### src/hazard_defs.svh
/*
  Shared widths and encodings for the fetch-stage hazard unit.
  Include this in any file that needs field widths, opcode values,
  write-back select codes or the NOP word. The package holds the
  instruction word types built on these widths.
*/
`ifndef HAZARD_DEFS_SVH
`define HAZARD_DEFS_SVH

// instruction word and field widths
`define INST_W    16
`define OPCODE_W  5
`define REG_IDX_W 3

// producer write-back select and forwarding control widths
`define WB_SEL_W  2
`define FWD_W     4

// where a producer stage takes its write-back data from
`define WB_SLBI   2'd0
`define WB_MEM    2'd1
`define WB_ALU    2'd2
`define WB_IMM    2'd3

// stores, both read rs and rd
`define OP_ST     5'b10000
`define OP_STU    5'b10011

// register-register alu groups, read rs and rt
`define OP_ARITH  5'b11011
`define OP_BIT    5'b11010

// immediate load, reads no register
`define OP_LBI    5'b11000

// system group
`define OP_HALT   5'b00000
`define OP_NOP    5'b00001
`define OP_SIIC   5'b00010
`define OP_RTI    5'b00011

// bubble sent to decode on a stall or during reset
`define NOP_INST  {`OP_NOP, {(`INST_W - `OPCODE_W){1'b0}}}

`endif

### src/isa_pkg.sv
/*
  Instruction word types for the 16-bit ISA.
  One packed union gives two views of the same fetched word, the
  register layout and the immediate layout. Modules refer to these
  by scoped name and never import the package.
*/
`default_nettype none

`include "hazard_defs.svh"

package isa_pkg;

    // opcode field, top bits of every word
    typedef logic [`OPCODE_W-1:0] opcode_t;

    // one of eight architectural registers
    typedef logic [`REG_IDX_W-1:0] regIdx_t;

    // register layout
    // alu and set ops name their second source in rt
    typedef struct packed {
        opcode_t    opcode;
        regIdx_t    rs;
        regIdx_t    rt;
        regIdx_t    rd;
        // alu sub-operation select
        logic [1:0] func;
    } rFmt_t;

    // immediate layout
    // stores keep the data register in rd
    // so the second source sits where rt is in rFmt
    typedef struct packed {
        opcode_t    opcode;
        regIdx_t    rs;
        regIdx_t    rd;
        // 5-bit immediate, offset for loads and stores
        logic [4:0] imm5;
    } iFmt_t;

    // the fetched word, read through whichever layout fits the opcode
    // both views cover all 16 bits
    typedef union packed {
        rFmt_t rFmt;
        iFmt_t iFmt;
    } instWord_u;

endpackage

`default_nettype wire

### src/source_decoder.sv
/*
  Opcode decode for the hazard unit.
  Works out which source registers the fetched instruction reads and
  where their indexes sit in the word. Also flags the two opcodes that
  may pass while a branch is in flight. Purely combinational.
*/
`default_nettype none

`include "hazard_defs.svh"

module source_decoder (
    input  isa_pkg::instWord_u     fetchInst,
    output logic                   readsRs,
    output logic                   readsSecond,
    output logic                   branchExempt,
    output logic [`REG_IDX_W-1:0]  rsIdx,
    output logic [`REG_IDX_W-1:0]  secondIdx
);

    // opcode is at the same place in both layouts
    isa_pkg::opcode_t opcode;

    assign opcode = fetchInst.rFmt.opcode;

    // read class table
    always_comb begin
        readsRs     = 1'b1;
        readsSecond = 1'b0;

        casez (opcode)
            // stores read the address base and the data register
            `OP_ST, `OP_STU: begin
                readsSecond = 1'b1;
            end

            // two-source alu and set ops
            `OP_ARITH, `OP_BIT, 5'b111??: begin
                readsSecond = 1'b1;
            end

            // lbi, halt, nop, siic and rti read nothing
            `OP_LBI, `OP_HALT, `OP_NOP, `OP_SIIC, `OP_RTI: begin
                readsRs = 1'b0;
            end

            // j and jal take a displacement only
            5'b00100, 5'b00110: begin
                readsRs = 1'b0;
            end

            // everything else reads rs only
            // branches 011xx, jr/jalr 001x1, immediate alu, loads
            default: begin
                readsRs = 1'b1;
            end
        endcase
    end

    // siic and rti are let through behind a branch
    assign branchExempt = (opcode == `OP_SIIC) || (opcode == `OP_RTI);

    // rs is bits 10:8 in every layout
    assign rsIdx = fetchInst.rFmt.rs;

    // store data register (rd of the immediate layout) and alu rt
    // of the register layout both sit in bits 7:5
    assign secondIdx = fetchInst.rFmt.rt;

endmodule

`default_nettype wire

### src/operand_hazard.sv
/*
  Stall and forwarding decision for one source operand.
  Compares the operand's register index against the destinations of
  the D, X and M stages. Raises a stall on an M-stage match or a
  load-use, otherwise builds the 4-bit forwarding word.
*/
`default_nettype none

`include "hazard_defs.svh"

module operand_hazard (
    // the source operand
    input  logic [`REG_IDX_W-1:0] regIdx,
    input  logic                  readsReg,

    // producer write enables
    input  logic                  regWrtD,
    input  logic                  regWrtX,
    input  logic                  regWrtM,

    // producer destination registers
    input  logic [`REG_IDX_W-1:0] wrtRegD,
    input  logic [`REG_IDX_W-1:0] wrtRegX,
    input  logic [`REG_IDX_W-1:0] wrtRegM,

    // write-back source of the two forwardable producers
    input  logic [`WB_SEL_W-1:0]  wbDataSelD,
    input  logic [`WB_SEL_W-1:0]  wbDataSelX,

    output logic                  hazard,
    output logic [`FWD_W-1:0]     fwCntrl
);

    // per-stage match of this operand
    logic matchD;
    logic matchX;
    logic matchM;

    // D producer is a load, its data is not ready yet
    logic loadUse;

    // fields of the forwarding word
    logic                 fwdEn;
    logic                 fwdFromX;
    logic [`WB_SEL_W-1:0] fwdSrc;

    // a stage matches only when it actually writes
    assign matchD = regWrtD && (wrtRegD == regIdx);
    assign matchX = regWrtX && (wrtRegX == regIdx);
    assign matchM = regWrtM && (wrtRegM == regIdx);

    assign loadUse = matchD && (wbDataSelD == `WB_MEM);

    // M-stage producers have no forwarding path back to fetch
    // so they stall just like a load-use
    assign hazard = readsReg && (matchM || loadUse);

    // forward from D whenever it matches
    // X only counts when D is not a pending load
    assign fwdEn = matchD || (matchX && !loadUse);

    // 0 picks the D producer, 1 picks the X producer
    // the nearer stage always wins
    assign fwdFromX = !matchD;

    // data source follows the selected producer
    assign fwdSrc = matchD ? wbDataSelD : wbDataSelX;

    // word is all zero for an operand that is not read
    always_comb begin
        if (readsReg) begin
            fwCntrl = {fwdEn, fwdFromX, fwdSrc};
        end else begin
            fwCntrl = '0;
        end
    end

endmodule

`default_nettype wire

### src/hazard_unit.sv
/*
  Fetch-stage hazard unit for the five-stage pipeline.
  Decodes the fetched word, checks both source operands against the
  D, X and M producers and stalls on any branch in flight. On a stall
  or during reset a NOP goes forward instead of the fetched word.
  No state, so no clock.
*/
`default_nettype none

`include "hazard_defs.svh"

module hazard_unit (
    input  logic                  rst,
    input  logic [`INST_W-1:0]    fetchInst,

    // producer status from the younger stages
    input  logic                  regWrtD,
    input  logic                  regWrtX,
    input  logic                  regWrtM,
    input  logic [`REG_IDX_W-1:0] wrtRegD,
    input  logic [`REG_IDX_W-1:0] wrtRegX,
    input  logic [`REG_IDX_W-1:0] wrtRegM,
    input  logic [`WB_SEL_W-1:0]  wbDataSelD,
    input  logic [`WB_SEL_W-1:0]  wbDataSelX,

    // control flow ops still in the pipe
    input  logic                  branchInstD,
    input  logic                  branchInstX,
    input  logic                  branchInstM,
    input  logic                  branchInstW,

    output logic [`INST_W-1:0]    nextInst,
    output logic                  pcNop,
    output logic [`FWD_W-1:0]     fwCntrlA,
    output logic [`FWD_W-1:0]     fwCntrlB
);

    // fetched word seen through the isa layouts
    isa_pkg::instWord_u instWord;

    // decode results
    logic                  readsRs;
    logic                  readsSecond;
    logic                  branchExempt;
    logic [`REG_IDX_W-1:0] rsIdx;
    logic [`REG_IDX_W-1:0] secondIdx;

    // raw hazards per operand
    logic hazardA;
    logic hazardB;

    logic dataStall;
    logic branchInFlight;

    assign instWord = fetchInst;

    source_decoder dec0 (
        .fetchInst    (instWord),
        .readsRs      (readsRs),
        .readsSecond  (readsSecond),
        .branchExempt (branchExempt),
        .rsIdx        (rsIdx),
        .secondIdx    (secondIdx)
    );

    // operand A is always rs
    operand_hazard opA (
        .regIdx     (rsIdx),
        .readsReg   (readsRs),
        .regWrtD    (regWrtD),
        .regWrtX    (regWrtX),
        .regWrtM    (regWrtM),
        .wrtRegD    (wrtRegD),
        .wrtRegX    (wrtRegX),
        .wrtRegM    (wrtRegM),
        .wbDataSelD (wbDataSelD),
        .wbDataSelX (wbDataSelX),
        .hazard     (hazardA),
        .fwCntrl    (fwCntrlA)
    );

    // operand B is rt for alu ops, rd for stores
    operand_hazard opB (
        .regIdx     (secondIdx),
        .readsReg   (readsSecond),
        .regWrtD    (regWrtD),
        .regWrtX    (regWrtX),
        .regWrtM    (regWrtM),
        .wrtRegD    (wrtRegD),
        .wrtRegX    (wrtRegX),
        .wrtRegM    (wrtRegM),
        .wbDataSelD (wbDataSelD),
        .wbDataSelX (wbDataSelX),
        .hazard     (hazardB),
        .fwCntrl    (fwCntrlB)
    );

    assign dataStall = hazardA || hazardB;

    // any control op from decode through write-back
    assign branchInFlight = branchInstD || branchInstX || branchInstM || branchInstW;

    // siic and rti never stall
    assign pcNop = !branchExempt && (dataStall || branchInFlight);

    // bubble on stall and while in reset
    assign nextInst = (rst || pcNop) ? `NOP_INST : fetchInst;

endmodule

`default_nettype wire

### config.mk
export PLATFORM = sky130hd
export DESIGN_NAME = hazard_unit
export DESIGN_NICKNAME = d
export VERILOG_FILES = /design/src/isa_pkg.sv /design/src/source_decoder.sv /design/src/operand_hazard.sv /design/src/hazard_unit.sv
export VERILOG_INCLUDE_DIRS = /design/src
export SDC_FILE = /design/constraint.sdc
export NUM_CORES = 1
export LEC_CHECK = 0
export BUFFER_PORTS_ARGS = -buffer_cell sky130_fd_sc_hd__clkbuf_2
export CELL_PAD_IN_SITES_DETAIL_PLACEMENT = 1
export CELL_PAD_IN_SITES_GLOBAL_PLACEMENT = 1
export CORE_UTILIZATION = 27
export DETAILED_ROUTE_END_ITERATION = 7
export PLACE_DENSITY = 0.8
export SLEW_MARGIN = 25
export SYNTH_ARGS = -nofsm -noshare
export SYNTH_HDL_FRONTEND = slang
export SYNTH_SLANG_ARGS = --single-unit
### constraint.sdc
create_clock -name vclk -period 1.25
set_input_delay 0.0625 -clock vclk [all_inputs]
set_output_delay 0.0625 -clock vclk [all_outputs]
set_load 0.005 [all_outputs]
==> qor.yml <==
status:
  status: "complete, but fails checks"
  violations: "negative setup slack"
place:
  gp_congestion: 0.796
  numPortBuffers: 62
  hpwl_mm: 2.81
sta:
  finalHoldViolCount: 0
  rsz0062_at_grt: "yes"
  max_slew_margin: 0.774
  max_freq_mhz: 684
  slew_violations: 0
  setup_viol: 21
  worstMarginPinSlew_ps: 336
  fin_crit_sh: 1.17
  layout_setup_ws_ps: -213
  fin_crit_ps: 1460
  setup_tns_ps: -3480
layout:
  fin_util: 0.616
  ff_latch_area_um2: 0
  nClkBuffers: 0
  area_growth_pct: 109
  diodes: 0
  drive_above_1_share: 0.674
  fin_nets: 223
  seq_cells: 0
  nFillCells: 310
  multiInputGateArea_um2: 837
global_routing:
  antenna_found_initial: 0
  grt_max_degree: 17
  grt_overflow: 0
  grt_pass1_wl_mm: 5.09
  track_usage: 0.232
  grt_pass1_vias: 1109
synth:
  synthCells: 93
  ys_types: 26
  synth_area_um2: 758
  synth_fp_nets: 130
  yosysSeqAreaShare: 0
  yosys_warnings: 0
  synth.avg_cell_area_um2: 8.15
worst_setup_path:
  timing_worst_setup_path_type: "input port to primary output"
  cp-start-kind: "input port"
  worstPathArrival_ps: 1400
  path_max_fanout: 15
  required_ps: 1190
  cp-end-kind: "primary output"
routing:
  wl_per_cell_um: 19.6
  detail_route.wirelength_mm: 4.20
  first_pass_iters: 4
  viasPerCell: 5.50
  ant_nets: 0
  drc_errors: 0
  drt-initial-drc-count: 8
  vias: 1177
floorplan:
  die_y_um: 55.0
  dieWidth_um: 55.0
  rows: 18
  start_util: 0.295
  core_area_mm2: 0.00257
  fp.dieArea_mm2: 0.00302
  ioPinCount: 62
power:
  power_uw: 541
  p_leak_uw: 0.000798
  max-vdd-ir-drop_mv: 0.229
  p_per_area_mw_per_mm2: 342
min_path:
  hold_path_end: "nextInst[0]"
  min_delay_path_depth: 4
  min-delay-start: "fetchInst[0]"
  min_path_type: "input port to primary output"
clock_network:
  hold_buffers: 0
run:
  max-cap-violations: 0
logic make-up after synthesis:
group	share of synthesized area
simple gates	0.508
xor+xnor	0.208
mux	0.0528
compound gates	0.172
buf+inv	0.0594
worst max-delay path, cell delays in order:
cell      delay (ps)
buf_6            110
xnor2_2          210
nand4_1          250
a221oi_4         390
buf_12           200
nor3_1            70
clkbuf_2         110
through the flow:
| step | cells | cell area (µm²) | setup WS, ps | hold WS, ps |
|---|---|---|---|---|
| 6_report | 214 | 1580 | -213 | 407 |
| 3_5_place_dp | 211 | 1320 | -171 | 412 |
| 5_1_grt | 214 | 1580 | -280 | 430 |
| 3_3_place_gp | 211 | 1320 | -96.4 | 407 |
| 4_1_cts | 215 | 1420 | -126 | 412 |
| 2_1_floorplan | 93 | 758 | 139 | 226 |
repair_timing:
action,CTS,global route
pin swaps,5,18
buffers inserted,4,3
endpoints found under the setup margin,20,25
resized for setup,10,59
power breakdown:
part / leakage (µW) / internal [µW] / total [µW] / switching (µW)
logic: 0.000798 / 296 / 541 / 244
clock network: 0 / 0 / 0 / 0
registers: 0 / 0 / 0 / 0
total: 0.000798 / 296 / 541 / 244
metal layers:
layer  vias to the layer above  track usage  routed length [µm]
met5                         -            0                   0
met4                         0       0.0125                 188
met3                        18            0                 160
met2                        55        0.494                2400
met1                       564        0.261                1440
li1                        540            -                   -
synth_stat cells (2+ instances only):
| master | instances | area [µm²] |
|---|---|---|
| a221oi_4 | 2 | 52.6 |
| a221o_1 | 2 | 20.0 |
| nor2b_1 | 3 | 18.8 |
| nor3_2 | 11 | 110 |
| nand4_1 | 9 | 56.3 |
| a21oi_1 | 2 | 10.0 |
| mux2i_1 | 4 | 40.0 |
| a21o_2 | 2 | 17.5 |
| xnor2_1 | 18 | 158 |
| nor2_1 | 5 | 18.8 |
| nand3b_1 | 15 | 113 |
| nor3_1 | 5 | 25.0 |
| inv_1 | 2 | 7.51 |
cell type report:
class,count,share of cell area
timing repair buffer,95,0.443
inverter,2,0.00474
tap,30,0.0237
multi-input combinational,87,0.529
worst max path at each step:
stage / slack, ps / to / cells past startpoint / from
4_1_cts: -130 / nextInst[1] / 7 / fetchInst[6]
6_report: -210 / nextInst[3] / 7 / wrtRegD[0]
5_1_grt: -280 / nextInst[3] / 7 / fetchInst[8]
3_3_place_gp: -100 / nextInst[15] / 7 / fetchInst[6]
2_1_floorplan: 140 / nextInst[10] / 5 / fetchInst[12]
3_5_place_dp: -170 / nextInst[1] / 7 / fetchInst[5]
layout by cell type (no fill, tap or decap), drive strengths merged:
cell type | netlist | layout
mux2i | 4 | 4
nand4bb | 1 | 1
a21oi | 3 | 3
nand4 | 9 | 9
nor3 | 16 | 16
inv | 2 | 2
a221o | 2 | 2
and3b | 1 | 1
nand3b | 15 | 15
xnor2 | 18 | 18
nor2b | 3 | 3
a21o | 3 | 3
a221oi | 2 | 2
nand3 | 1 | 1
nor4 | 2 | 2
o21ai | 2 | 2
nor2 | 5 | 5
buf | 3 | 52
clkbuf | 1 | 43
Power figures use the tool's default switching activity.
